`src/rrf_pkg.sv`:
```
package rrf_pkg;

  // Register value width.
  localparam int RRF_DATA_WIDTH = 32;

  // Full address is tile field over entry index.
  localparam int RRF_ADDR_WIDTH = 6;
  localparam int RRF_ENTRY_BITS = 4;
  localparam int RRF_ENTRIES_PER_TILE = 16;

  // Tile field values 2 and 3 name no tile.
  localparam int RRF_TILE_COUNT = 2;

  localparam int RRF_READ_PORTS = 4;
  localparam int RRF_WRITE_PORTS = 3;
  localparam int RRF_THREADS = 2;

  // Register value.
  typedef logic [RRF_DATA_WIDTH-1:0] rrf_data_t;

  // Full register address.
  typedef logic [RRF_ADDR_WIDTH-1:0] rrf_addr_t;

  // Entry index within a tile.
  typedef logic [RRF_ENTRY_BITS-1:0] rrf_entry_t;

  // Tile field of an address.
  typedef logic [RRF_ADDR_WIDTH-RRF_ENTRY_BITS-1:0] rrf_tile_t;

  // One bit per existing tile.
  typedef logic [RRF_TILE_COUNT-1:0] rrf_tile_mask_t;

endpackage

```
`src/rrf_read_stage.sv`:
```
`timescale 1ns/100ps

module rrf_read_stage (
  input  logic                clk,
  input  logic                rst,
  input  logic                read_clk_en,
  input  logic                read_thread,
  input  rrf_pkg::rrf_addr_t  read0_addr,
  input  rrf_pkg::rrf_addr_t  read1_addr,
  input  rrf_pkg::rrf_addr_t  read2_addr,
  input  rrf_pkg::rrf_addr_t  read3_addr,
  input  logic                read0_oe,
  input  logic                read1_oe,
  input  logic                read2_oe,
  input  logic                read3_oe,
  output logic                read_thread_q,
  output rrf_pkg::rrf_entry_t read0_entry,
  output rrf_pkg::rrf_entry_t read1_entry,
  output rrf_pkg::rrf_entry_t read2_entry,
  output rrf_pkg::rrf_entry_t read3_entry,
  input  rrf_pkg::rrf_data_t  bank0_read0_data,
  input  rrf_pkg::rrf_data_t  bank0_read1_data,
  input  rrf_pkg::rrf_data_t  bank0_read2_data,
  input  rrf_pkg::rrf_data_t  bank0_read3_data,
  input  rrf_pkg::rrf_data_t  bank1_read0_data,
  input  rrf_pkg::rrf_data_t  bank1_read1_data,
  input  rrf_pkg::rrf_data_t  bank1_read2_data,
  input  rrf_pkg::rrf_data_t  bank1_read3_data,
  output rrf_pkg::rrf_data_t  read0_data,
  output rrf_pkg::rrf_data_t  read1_data,
  output rrf_pkg::rrf_data_t  read2_data,
  output rrf_pkg::rrf_data_t  read3_data
);

  import rrf_pkg::*;

  rrf_addr_t [RRF_READ_PORTS-1:0] addr_q;
  logic [RRF_READ_PORTS-1:0]      oe_q;
  logic                           thread_q;
  rrf_data_t                      bank_data [RRF_TILE_COUNT][RRF_READ_PORTS];
  rrf_data_t                      data_out [RRF_READ_PORTS];

  // Request registers, frozen while read_clk_en is low.
  always_ff @(posedge clk)
  begin
    if (rst)
    begin
      addr_q <= '0;
      oe_q <= '1; // Outputs enabled out of reset.
      thread_q <= 1'b0;
    end
    else if (read_clk_en)
    begin
      addr_q <= {read3_addr, read2_addr, read1_addr, read0_addr};
      oe_q <= {read3_oe, read2_oe, read1_oe, read0_oe};
      thread_q <= read_thread;
    end
  end

  assign read_thread_q = thread_q;
  assign read0_entry = addr_q[0][RRF_ENTRY_BITS-1:0];
  assign read1_entry = addr_q[1][RRF_ENTRY_BITS-1:0];
  assign read2_entry = addr_q[2][RRF_ENTRY_BITS-1:0];
  assign read3_entry = addr_q[3][RRF_ENTRY_BITS-1:0];

  assign bank_data[0] = '{bank0_read0_data, bank0_read1_data, bank0_read2_data, bank0_read3_data};
  assign bank_data[1] = '{bank1_read0_data, bank1_read1_data, bank1_read2_data, bank1_read3_data};

  // Zero unless oe is set and the tile exists.
  always_comb
  begin
    rrf_tile_t tile;
    for (int p = 0; p < RRF_READ_PORTS; p++)
    begin
      tile = addr_q[p][RRF_ADDR_WIDTH-1:RRF_ENTRY_BITS];
      data_out[p] = '0;
      for (int t = 0; t < RRF_TILE_COUNT; t++)
      begin
        if (oe_q[p] && tile == rrf_tile_t'(t))
          data_out[p] = bank_data[t][p];
      end
    end
  end

  assign read0_data = data_out[0];
  assign read1_data = data_out[1];
  assign read2_data = data_out[2];
  assign read3_data = data_out[3];

  a_req_known: assert property (@(posedge clk) disable iff (rst)
    !$isunknown({addr_q, oe_q, thread_q}))
    else $error("Read request registers hold unknown bits");

endmodule

```
`config.mk`:
```
export PLATFORM = sky130hd
export DESIGN_NAME = rrf_read_stage
export DESIGN_NICKNAME = d
export VERILOG_FILES = /design/src/rrf_pkg.sv /design/src/rrf_read_stage.sv
export SDC_FILE = /design/constraint.sdc
export NUM_CORES = 1
export LEC_CHECK = 0
export BUFFER_PORTS_ARGS = -buffer_cell sky130_fd_sc_hd__buf_2
export CORE_AREA = 2 2 167 169
export DETAILED_ROUTE_END_ITERATION = 10
export DIE_AREA = 0 0 169 171
export HOLD_SLACK_MARGIN = 0.08
export SYNTH_ARGS = -nofsm -noshare
export SYNTH_HDL_FRONTEND = slang
export SYNTH_SLANG_ARGS = --single-unit
```
`constraint.sdc`:
```
create_clock -name clk -period 2.1 [get_ports clk]
set_input_delay 0.42 -clock clk [delete_from_list [all_inputs] [get_ports clk]]
set_output_delay 0.42 -clock clk [all_outputs]
set_load 0.05 [all_outputs]
```
==> results.py <==
metrics = {
    "yosys": {
        "synthSimpleGateAreaFrac_pct": 20.0,
        "syn_nets": 686,
        "synthXorXnorAreaFrac_pct": 0,
        "yosysWarningCount": 0,
        "synth_top_family_by_area": "multiplexers",
        "postSynthCellCount": 398,
        "ys_top_cells_by_area": "mux2i_1 49%, dfxtp_1 19%, nor2_1 18%",
        "ys_types": 14,
        "synthAdderAreaFrac_pct": 0,
        "netlist_area_um2": 3130,
        "synthMuxAreaShare_pct": 48.9,
        "synth_compound_area_share_pct": 1.12,
        "syn_area_per_cell_um2": 7.86,
        "ys_seq_elements": 29,
        "synth_top_area_share_pct": 48.9,
        "synth_top_cell_by_area": "mux2i_1",
        "seq_area_frac_synth_pct": 18.6,
    },
    "sta": {
        "final_max_slew_viol_count": 0,
        "setup_ws_ns": 0.107,
        "rsz0062_at_grt": "no",
        "fmax_mhz": 502,
        "skew_ns": 0,
        "max_slew_margin_pct": 70.9,
        "fin_crit_sh_pct": 94.9,
        "period_minus_slack_ns": 1.99,
        "hold_viol_final": 0,
        "worst_pin_slew_ns": 0.436,
        "finalSetupTns_ns": 0,
        "setup_viol": 0,
    },
    "clocking": {
        "ctsHoldBuffers": 0,
        "clock_latency_ns": 0.28,
        "cts_tree": "done",
        "clock-sinks": 29,
        "cts-root-buf": "clkbuf_16",
        "post_cts_resized": 0,
        "postCtsSetupBuffers": 0,
        "cts_buffers": 5,
        "cts_buffer_depth": 2,
        "clk_pin_slew_ns": 0.06,
        "htreeDepth": 2,
    },
    "drt": {
        "wirelength_um": 13900,
        "vias": 4176,
        "drtIter0Drc": 97,
        "top_layer_used": "met4",
        "drc_errors": 0,
        "first_pass_iters": 4,
        "wl_met1_um": 5340,
        "wl_met3_um": 1190,
        "ant_nets": 0,
        "dr_wl_met2_um": 7250,
        "via_per_inst": 3.64,
        "wl_per_cell_um": 12.1,
    },
    "placement": {
        "gp_congestion": 0.777,
        "place_inst": 1138,
        "post-place-ws_ns": 0.349,
        "numPortBuffers": 432,
        "post-dp-hpwl_um": 11800,
    },
    "final_layout": {
        "layout_commonest_cell": "buf_2",
        "finalNonFillerCells": 1146,
        "layout-drive-gt1-share_pct": 57.1,
        "layout.nets": 1087,
        "filler_cell_count": 3058,
        "antennaDiodeCount": 0,
        "layout_common_cells": "431 x buf_2, 153 x mux2i_1, 153 x nor2_1",
        "syn2layout_area_growth_pct": 82.2,
    },
    "worst_setup_path": {
        "cp.required_ns": 1.68,
        "cp-end-kind": "primary output",
        "start_kind": "register",
        "crit_slowest_cell": "dfxtp_1",
        "worst-path-max-fanout": 24,
        "cp.arrival_ns": 1.57,
        "crit_type": "register to primary output",
        "path_cells": "nand2b_1, buf_4, nor2_1, buf_2",
        "critPathMaxStageDelay_ns": 0.30,
    },
    "die": {
        "die_area_um2": 28900,
        "core_area_um2": 27300,
        "die_w_um": 169,
        "start_util_pct": 11.5,
        "num_io_pins": 433,
        "num_rows": 61,
        "fp.dieH_um": 171,
    },
    "global_routing": {
        "track_usage_pct": 8.46,
        "grt_overflow_total": 0,
        "grt_max_degree": 34,
        "first_global_vias": 3608,
        "antenna_found_initial": 1,
        "grt_pass1_wl_um": 18800,
    },
    "min_path": {
        "hold_path.class": "primary input to register",
    },
    "pwr": {
        "p_per_area_nw_per_um2": 621,
        "p_total_mw": 3.54,
        "p_leak_nw": 3.09,
        "vdd_drop_max_mv": 0.210,
    },
    "run": {
        "max_cap_violations": 0,
    },
    "run_status": {
        "status": "finished clean",
    },
}
## worst paths after layout
path,cells after the start,from,slack (ns),end
setup / recovery,4,addr_q[17],0.11,read2_data[12]
hold / removal,2,read0_oe,0.34,oe_q[0]
setup reg to reg,3,addr_q[4],1.28,addr_q[4]
hold reg to reg,2,addr_q[17],0.48,addr_q[17]
## registers in the layout, summed over array words and instances (netlist names)
signal,flops
read_thread_q,1
read1_entry,4
read0_entry,4
read2_entry,4
oe_q,4
addr_q,8
read3_entry,4
## kinds of logic after synthesis
family | Yosys count
mux | 153
simple gates | 161
compound gates | 4
flops | 29
buf+inv | 51
## layout make-up
type / instances / area [µm²] / area share, %
clock buffers: 6 / 139 / 2.44
clock inverters: 2 / 37.5 / 0.658
multi-input cells: 318 / 2190 / 38.4
flip-flops and latches: 29 / 588 / 10.3
well taps: 346 / 433 / 7.59
repair buffers: 445 / 2310 / 40.6
## synthesized netlist by cell type
| library cell | instances |
|---|---|
| mux2i_1 | 153 |
| nor2b_1 | 3 |
| buf_1 | 2 |
| buf_6 | 1 |
| nand2b_1 | 4 |
| clkbuf_1 | 8 |
| dfxtp_1 | 29 |
| buf_4 | 33 |
| buf_2 | 5 |
| buf_12 | 1 |
| nor2_1 | 153 |
| buf_8 | 1 |
| and2b_1 | 1 |
| a211o_1 | 4 |
## worst max-delay path: cells and delay by family (launching register included)
| family | cells | cell delay [ns] |
|---|---|---|
| simple gates | 2 | 0.41 |
| buf+inv | 2 | 0.56 |
| flops | 1 | 0.30 |
## stage by stage
| step | area (µm²) | hold WS (ns) | util (%) |
|---|---|---|---|
| after floorplan | 3130 | 0.451 | - |
| after global routing | 5700 | 0.335 | 20.9 |
| after CTS | 5700 | 0.325 | 20.8 |
| final | 5700 | 0.340 | 20.9 |
| after global placement | 5520 | 0.469 | 20.2 |
| after detailed placement | 5520 | 0.477 | 20.2 |
## report_power, final
group          switching [mW]  internal, mW
combinational            1.43         0.602
sequential             0.0235         0.585
clock                   0.306         0.593
total                    1.76          1.78
## layer usage
metal	up-vias	global-route usage, %
li1	2118	-
met3	10	1.83
met4	0	1.78
met5	-	0
met1	1811	9.62
met2	237	16.2
Power figures use the tool's default switching activity.
