===== config.mk =====
export PLATFORM = sky130hd
export DESIGN_NAME = rrf_write_decode
export DESIGN_NICKNAME = d
export VERILOG_FILES = /design/src/rrf_pkg.sv /design/src/rrf_write_decode.sv
export SDC_FILE = /design/constraint.sdc
export NUM_CORES = 1
export LEC_CHECK = 0
export BUFFER_PORTS_ARGS = -buffer_cell sky130_fd_sc_hd__buf_2
export CORE_AREA = 2 2 39 41
export DETAILED_ROUTE_END_ITERATION = 6
export DIE_AREA = 0 0 41 43
export SYNTH_ARGS = -nofsm -noshare
export SYNTH_HDL_FRONTEND = slang
export SYNTH_SLANG_ARGS = --single-unit

===== constraint.sdc =====
create_clock -name vclk -period 2.25
set_clock_uncertainty 0.2 [all_clocks]
set_input_delay 0.225 -clock vclk [all_inputs]
set_output_delay 0.225 -clock vclk [all_outputs]
set_load 0.03 [all_outputs]

===== src/rrf_pkg.sv =====
package rrf_pkg;

  // Register value width.
  localparam int RRF_DATA_WIDTH = 32;

  // Full address is tile field over entry index.
  localparam int RRF_ADDR_WIDTH = 6;
  localparam int RRF_ENTRY_BITS = 4;
  localparam int RRF_ENTRIES_PER_TILE = 16;

  // Tile field values 2 and 3 name no tile.
  localparam int RRF_TILE_COUNT = 2;

  localparam int RRF_READ_PORTS = 4;
  localparam int RRF_WRITE_PORTS = 3;
  localparam int RRF_THREADS = 2;

  // Register value.
  typedef logic [RRF_DATA_WIDTH-1:0] rrf_data_t;

  // Full register address.
  typedef logic [RRF_ADDR_WIDTH-1:0] rrf_addr_t;

  // Entry index within a tile.
  typedef logic [RRF_ENTRY_BITS-1:0] rrf_entry_t;

  // Tile field of an address.
  typedef logic [RRF_ADDR_WIDTH-RRF_ENTRY_BITS-1:0] rrf_tile_t;

  // One bit per existing tile.
  typedef logic [RRF_TILE_COUNT-1:0] rrf_tile_mask_t;

endpackage


===== src/rrf_write_decode.sv =====
`timescale 1ns/100ps

module rrf_write_decode (
  input  rrf_pkg::rrf_addr_t      write0_addr,
  input  rrf_pkg::rrf_addr_t      write1_addr,
  input  rrf_pkg::rrf_addr_t      write2_addr,
  input  logic                    write0_wen,
  input  logic                    write1_wen,
  input  logic                    write2_wen,
  output rrf_pkg::rrf_tile_mask_t write0_tile_mask,
  output rrf_pkg::rrf_tile_mask_t write1_tile_mask,
  output rrf_pkg::rrf_tile_mask_t write2_tile_mask
);

  import rrf_pkg::*;

  rrf_addr_t                  addr [RRF_WRITE_PORTS];
  logic [RRF_WRITE_PORTS-1:0] wen;
  rrf_tile_mask_t             mask [RRF_WRITE_PORTS];

  assign addr[0] = write0_addr;
  assign addr[1] = write1_addr;
  assign addr[2] = write2_addr;

  assign wen = {write2_wen, write1_wen, write0_wen};

  // Lowest port wins on a shared address.
  always_comb
  begin
    logic      shadowed;
    rrf_tile_t tile;
    for (int p = 0; p < RRF_WRITE_PORTS; p++)
    begin
      shadowed = 1'b0;
      tile = addr[p][RRF_ADDR_WIDTH-1:RRF_ENTRY_BITS];
      for (int q = 0; q < p; q++)
      begin
        if (wen[q] && addr[q] == addr[p])
          shadowed = 1'b1;
      end
      // Out-of-range tile leaves the mask empty.
      for (int t = 0; t < RRF_TILE_COUNT; t++)
      begin
        mask[p][t] = wen[p] && !shadowed && tile == rrf_tile_t'(t);
      end
    end
  end

  assign write0_tile_mask = mask[0];
  assign write1_tile_mask = mask[1];
  assign write2_tile_mask = mask[2];

endmodule


==> results of run 1 <==
[through the flow]
stage          power, mW  worst slack [ns]  hold slack (ns)  utilization (%)  instances
2_1_floorplan     0.0433             0.537            0.362                -         32
3_3_place_gp      0.0784             0.608            0.598             29.6         75
3_5_place_dp      0.0789             0.611            0.601             29.6         75
4_1_cts           0.0793             0.608            0.601             29.6         75
5_1_grt           0.0858             0.510            0.613             29.6         75
6_report          0.0779             0.604            0.593             29.6         75
[worst min-delay path: stages]
cell,delay (ns)
buf_2,0.12
nor3_1,0.06
buf_2,0.17
[how the worst min path moves through the flow]
| stage | start | to | slack, ns | cells past startpoint |
|---|---|---|---|---|
| after floorplan | write0_addr[4] | write0_tile_mask[0] | 0.36 | 1 |
| after global placement | write0_addr[4] | write0_tile_mask[0] | 0.60 | 3 |
| after detailed placement | write0_addr[4] | write0_tile_mask[0] | 0.60 | 3 |
| after CTS | write0_addr[4] | write0_tile_mask[0] | 0.60 | 3 |
| after global routing | write0_addr[4] | write0_tile_mask[0] | 0.61 | 3 |
| final | write1_addr[4] | write1_tile_mask[0] | 0.59 | 3 |
[layout by cell type, fill, tap and decap left out]
cell,n
nor3_2,1
nor4_1,1
nor3_1,2
buf_2,27
nand2b_1,1
o311ai_2,1
or2b_4,1
nand4_1,3
inv_1,2
xor2_1,5
nor2_1,2
xnor2_1,11
nor3b_2,1
nor3b_1,1
[power by group]
part / total [mW] / internal, mW / leakage (nW) / switching (mW)
combinational: 0.0779 / 0.0384 / 0.190 / 0.0395
sequential: 0 / 0 / 0 / 0
clock: 0 / 0 / 0 / 0
[logic make-up (layout without fill, tap and decap cells)]
logic type                after synthesis  in the layout  synth area share [%]
AOI/OAI and AO/OA                       1              1                  6.41
xor gates and xnor gates               16             16                  55.2
buffers and inverters                   2             29                  2.96
and+or+nand+nor                        13             13                  35.5
[synthesized netlist by cell type]
| master | number | share of area (%) |
|---|---|---|
| xnor2_1 | 11 | 38 |
| nor3b_1 | 1 | 3.0 |
| xor2_1 | 5 | 17 |
| nand4_1 | 3 | 7.4 |
| inv_1 | 2 | 3.0 |
| nand2b_1 | 1 | 2.5 |
| nor2_1 | 2 | 3.0 |
| nor3_2 | 1 | 3.9 |
| nor3b_2 | 1 | 4.9 |
| nor4_1 | 1 | 2.5 |
| nor3_1 | 2 | 3.9 |
| or2b_4 | 1 | 4.4 |
| o311ai_2 | 1 | 6.4 |
[metal layers]
layer  track usage [%]  share of wire (%)  up-vias
met1              9.18                 38      139
met4                 0                  0        0
met5                 0                  0        -
met2              15.3                 51       15
li1                  -                  -      165
met3                 0                 11        0
[layout make-up]
| class | count | area (um2) | area share (%) |
|---|---|---|---|
| inverters | 2 | 7.51 | 1.83 |
| multi-input cells | 30 | 246 | 60.2 |
| well taps | 16 | 20.0 | 4.89 |
| repair buffers | 27 | 135 | 33.0 |
==> impl_results.md, run 1 <==
* Outcome: completed
* GPL Wtd Cong at ~0.67
* Vias in the first global route at 304
* CP Capture Type: output port
* Die area at about 1800 um2
* # diodes at 0
* Nature of the critical path startpoint: input pin
* Mapped Avg Cell Area at between 7 and 8 um2
* Initial antenna violation count at 0
* Synthesized net count at 53
* Yosys warnings at 0
* Crit Path Max Fanout at 2
* IO Pins at 27
* Vias after detailed routing at roughly 320
* Placed inst area at slightly above 400 um2
* Crit-path max cell delay at around 0.30 ns
* Cell Rows at 14
* Critical path's slowest cell: o311ai_2
* Slew Limit Fails at 0
* Worst path required time at around 1.8 ns
* Area added between synthesis and finish at 61.1%
* HP Class: input pin to output port
* Post-DP HPWL at slightly above 600 um
* Initial DRC Count at 6
* Highest clock rate at about 610 MHz
* Max IR drop VDD at between 0.05 and 0.06 mV
* Nets@finish at 82
* Mapped Area at approximately 250 um2
* Stages on the worst setup path at 6
* Avg Vias per Cell at 4.25
* Cts repair resizes at 0
* Seq cells at 0
* GR Util All Layers at around 8%
* Most used cell, CP: buf_2
* Critical path class: input pin to output port
* WL per Instance at roughly 8.5 um
* RSZ-0062 raised after global routing: false
* Final critical-path required period at around 1.6 ns
* Critical-path cell list: buf_2 -> xnor2_1 -> nand4_1 -> o311ai_2 -> nor3b_1 -> buf_2
* Power Density at approximately 190 nW/um2
* Leakage at between 0.15 and 0.2 nW
* Post-Synthesis Cells at 32
* Core Area at between 1000 and 1500 um2
* Detail Route Antenna Nets at 0
* Die width at 41 um
* IO buf count at 27
* DRC violations left at 0
* Pre-antenna DRT Iters at 4
* Worst endpoint data arrival time at 1.22 ns
* Sequential area share after synthesis at 0%
* Final wirelength at approximately 640 um
* Final setup violation count at 0
* Fill cells at between 150 and 200
* Worst-margin pin slew at between 0.3 and 0.4 ns
* Die Height at 43 um
* # clk buffers at 0
* Max transition margin at between 70% and 80%
* First-pass GRT wire length at about 1.0 mm
* Register area at 0 um2
* Distinct cells, synth at 13
* Final TNS setup at 0 ns
* Largest net degree at the start of global routing at 5
* Initial Util at 18.4%
* Hold Vio Cnt, Final at 0
* Crit path buf inv count at 2
* Post-CTS Setup Inserts at 0
* CP Capture Point: write2_tile_mask[1]
* Max cap viols at 0
* Kind of cell adding the most delay to the critical path: buffers and inverters
* Layout cells sized above 1 at between 50% and 60%
* Total gr overflow at 0
* Number of hold buffers added after cts at 0
* Finished layout cell area at around 410 um2
* Launching element of the worst setup path: write1_addr[0]
* Final period util at 73.1%
(Power assumes the default switching activity.)
==> run 2: changes to the inputs <==
clock period = 1.55 ns   (was 2.25 ns; I/O delays follow)
==> run 2 against run 1 <==
Worst setup slack got worse by 0.53 ns. Sequential share of layout area did not move. Critical endpoint is now write2_tile_mask[0]. Cell count rose by 1.3%. Critical path depth did not move. Non-clock buffer count rose by 1. Via count fell by 2.2%. Hold slack got worse by 0.14 ns. Count of clock-buffer cells in the layout did not move. Combinational power rose by 49%. First-iteration DRC count fell by 50%. Utilization rose by 1.4 points. Sequential cell count did not move.
==> impl_results.md, run 2 (synthesis results as in run 1) <==
* Vias in the first global route at about 260
* Avg Vias per Cell at about 4
* CP Capture Type: output port
* Post-DP HPWL at 638 um
* Worst hold slack at 0.452 ns
* Most frequent cells in the layout: buf_2, xnor2_1, xor2_1
* Cell Rows at 14
* Number of hold buffers added after cts at 0
* Vias after detailed routing at around 310
* Highest clock rate at approximately 680 MHz
* Most used cell, CP: buf_2
* Worst path required time at about 1.2 ns
* Die Height at roughly 43 um
* IO buf count at 27
* Worst-margin pin slew at approximately 0.28 ns
* # clk buffers at 0
* Max IR drop VDD at slightly below 0.09 mV
* Cts repair resizes at 0
* Hold Vio Cnt, Final at 0
* Area added between synthesis and finish at 69.0%
* Met2 usage at 14.4%
* DRC violations left at 0
* Slew Limit Fails at 0
* Global Route met3 Usage at 0%
* GR Util All Layers at between 7 and 8%
* Die width at 41 um
* Final critical-path required period at 1.48 ns
* Crit Path Max Fanout at 2
* Critical-path cell list: buf_2 -> xnor2_1 -> nand4_1 -> o311ai_2 -> nor3_1 -> buf_2
* Post-CTS Setup Inserts at 0
* Initial DRC Count at 3
* GPL Wtd Cong at about 0.66
* Final wirelength at roughly 660 um
* Critical path class: input pin to output port
* Final period util at approximately 95%
* Crit-path max cell delay at around 0.28 ns
* Worst endpoint data arrival time at between 1 and 1.5 ns
* HP Class: input pin to output port
* Initial Util at about 18%
* Seq cells at 0
* Initial antenna violation count at 0
* Detail Route Antenna Nets at 0
* Leakage at ~0.20 nW
* Power Density at ~270 nW/um2
* Max cap viols at 0
* Fill cells at 148
* Outcome: completed
* Kind of cell adding the most delay to the critical path: buffers and inverters
* Met1 GRT Util at 8.54%
* Final setup violation count at 0
* Busiest layer in global routing: met2
* Core Area at around 1400 um2
* Layout cells sized above 1 at between 50 and 60%
* Largest net degree at the start of global routing at 5
* Final TNS setup at 0 ns
* Placed inst area at about 420 um2
* RSZ-0062 raised after global routing: false
* # diodes at 0
* Commonest non-fill, non-tap cell in the layout: buf_2
* Die area at roughly 1800 um2
* Nets@finish at a little over 80
* Critical path's slowest cell: o311ai_2
* Register area at 0 um2
* Max transition margin at between 80% and 90%
* Nature of the critical path startpoint: input pin
* Pre-antenna DRT Iters at 4
* Finished layout cell area at roughly 430 um2
* First-pass GRT wire length at 952 um
* WL per Instance at 8.67 um
* IO Pins at 27
* Crit path buf inv count at 2
* Total gr overflow at 0
[run 2: worst paths after layout]
check                           from             endpoint  cells after the start
worst max-delay path  write1_addr[0]  write2_tile_mask[0]                      6
worst min-delay path  write0_addr[4]  write0_tile_mask[0]                      3
[run 2: layer usage]
metal | wire (um) | share of wire, % | up-vias
met1 | 250 | 38 | 132
li1 | - | - | 166
met4 | 0 | 0 | 0
met3 | 50 | 7.6 | 0
met5 | 0 | 0 | -
met2 | 358 | 54 | 14
[run 2: final cells by class]
| class | instances | area [um2] | area share [%] |
|---|---|---|---|
| Multi-Input combinational cell | 30 | 259 | 60.3 |
| Timing Repair Buffer | 28 | 143 | 33.2 |
| Tap cell | 16 | 20.0 | 4.66 |
| Inverter | 2 | 7.51 | 1.75 |
[run 2: report_power, final]
group	leakage (nW)	switching [mW]	internal [mW]
clock	0	0	0
sequential	0	0	0
combinational	0.203	0.0584	0.0581
[run 2: stage by stage]
| stage | utilization [%] | setup slack [ns] | instances | power [mW] |
|---|---|---|---|---|
| floorplan | - | 0.00606 | 32 | 0.0636 |
| global placement | 30.5 | 0.0182 | 76 | 0.115 |
| detailed placement | 30.5 | 0.0166 | 76 | 0.116 |
| CTS | 30.5 | 0.0161 | 76 | 0.116 |
| global route | 31.0 | 0.0328 | 76 | 0.127 |
| finish | 31.0 | 0.0733 | 76 | 0.116 |
==> run 3: changes to the inputs <==
==> constraint.sdc (replaced) <==
create_clock -name vclk -period 1.55
set_clock_uncertainty 0.2 [all_clocks]
set_input_delay 0.465 -clock vclk [all_inputs]
set_output_delay 0.465 -clock vclk [all_outputs]
set_load 0.03 [all_outputs]
==> run 3 against run 2 <==
The flow now finishes with violations (negative setup slack). Worst setup slack worse by 0.66 ns. Utilization up 20 points. Maximum frequency is 31% lower. Critical path depth unchanged. Total power is 69% higher. Non-clock buffer count rose by 8. Cell count increased by 11%. Largest cell class unchanged. Highest routed layer unchanged.
==> impl_results.md, run 3 (synthesis results as in run 1) <==
* Crit Path Max Fanout at 3
* Initial Util at between 15 and 20%
* GR Util All Layers at 10.1%
* Initial antenna violation count at 0
* Net Sw Power at 0.0830 mW
* Hold path cells at 4
* RSZ-0062 raised after global routing: true
* Area added between synthesis and finish at 179%
* Commonest non-fill, non-tap cell in the layout: buf_6
* Outcome: complete, but fails checks
* Final non-filler cell total at 84
* Vias after detailed routing at around 370
* Fill cells at about 150
* Power Density at ~280 nW/um2
* # diodes at 0
* Failing checks: negative setup slack
* Number of hold buffers added after cts at 0
* Die Height at between 40 and 50 um
* Nature of the critical path startpoint: input pin
* DRC violations left at 0
* Final period util at 138%
* GPL Wtd Cong at roughly 0.66
* Critical-path cell list: buf_8 -> xnor2_2 -> nand4_1 -> o311ai_4 -> nor3b_4 -> buf_6
* Nets@finish at between 90 and 100
* Die width at 41 um
* Detail Route Antenna Nets at 0
* Avg Vias per Cell at between 4 and 5
* Worst-margin pin slew at about 0.36 ns
* CP Capture Type: output port
* Critical path class: input pin to output port
* # clk buffers at 0
* Slew Limit Fails at 0
* Comb pwr share at 100.0%
* Switching Share at a little over two fifths
* Total gr overflow at 0
* Largest net degree at the start of global routing at 4
* Worst path required time at 0.88 ns
* IO Pins at 27
* Highest clock rate at about 470 MHz
* Clock group share of total power at 0%
* DP Worst Slack at -0.668 ns
* WL per Instance at a little over 9 um
* Internal Power at about 0.11 mW
* Seq cells at 0
* Register area at 0 um2
* Die area at between 1500 and 2000 um2
* Max IR drop VDD at 0.107 mV
* HP Class: input pin to output port
* Min-Delay Endpoint: write2_tile_mask[0]
* Final TNS setup at -2.61 ns
* Core Area at roughly 1400 um2
* Hold Vio Cnt, Final at 0
* Leakage at ~0.32 nW
* Critical path's slowest cell: o311ai_4
* Vias in the first global route at 370
* Hold_sp: write2_addr[4]
* Initial DRC Count at 0
* IO buf count at 27
* Post-DP HPWL at between 600 and 700 um
* Final worst setup slack at -0.589 ns
* Crit-path max cell delay at approximately 0.39 ns
* Most frequent cells in the layout: buf_6, buf_2, buf_4
* Worst endpoint data arrival time at 1.47 ns
* Dpl cells at 84
* Pre-antenna DRT Iters at 1
* Layout cells sized above 1 at 79.4%
* Max cap viols at 0
* Cell Rows at 14
* First-pass GRT wire length at 1.35 mm
* Sequential power share at 0%
* Final critical-path required period at about 2.1 ns
* Final setup violation count at 6
* Final wirelength at between 700 and 800 um
* Max transition margin at between 70% and 80%
run 3: through the flow:
stage	cell area [um2]	power [mW]	utilization, %	hold WS [ns]
3_5_place_dp	552	0.153	39.9	1.16
2_1_floorplan	329	0.0817	-	0.771
5_1_grt	709	0.210	51.3	1.11
4_1_cts	687	0.191	49.6	1.09
3_3_place_gp	552	0.153	39.9	1.15
6_report	709	0.196	51.3	1.09
run 3: how the worst max path moves through the flow:
stage | from | endpoint | slack (ns) | cells after the start
2_1_floorplan | write1_addr[0] | write2_tile_mask[1] | -0.35 | 4
6_report | write2_addr[4] | write2_tile_mask[1] | -0.59 | 6
5_1_grt | write2_addr[4] | write2_tile_mask[0] | -0.64 | 6
3_3_place_gp | write2_addr[1] | write2_tile_mask[1] | -0.65 | 6
4_1_cts | write2_addr[4] | write2_tile_mask[0] | -0.63 | 6
3_5_place_dp | write2_addr[1] | write2_tile_mask[1] | -0.67 | 6
run 3: timing repair:
action,in CTS,in global routing
endpoints found under the hold margin,0,0
endpoints found under the setup margin,6,6
gates resized for setup,29,3
setup buffers,0,0
pin swaps,12,5
run 3: power groups by stage:
stage	clock [mW]	combinational, mW	sequential (mW)
4_1_cts	0	0.191	0
5_1_grt	0	0.210	0
2_1_floorplan	0	0.0817	0
6_report	0	0.196	0
3_5_place_dp	0	0.153	0
3_3_place_gp	0	0.153	0
run 3: final cells by class:
type               count  area (um2)  area share (%)
inverters              2        7.51            1.06
multi-input cells     30         374            52.7
repair buffers        36         308            43.4
well taps             16        20.0            2.82
run 3: critical path: cells and delay by family:
kind                      cells  cell delay [ns]
and+or+nand+nor               2             0.23
buffers and inverters         2             0.25
AOI/OAI and AO/OA             1             0.39
xor gates and xnor gates      1             0.14
run 3: per-layer routing:
layer	vias up	track usage [%]	wire (um)
met5	-	0	0
met4	0	0	0
met3	0	0	63
met2	15	19.1	452
met1	165	12.7	262
li1	185	-	-
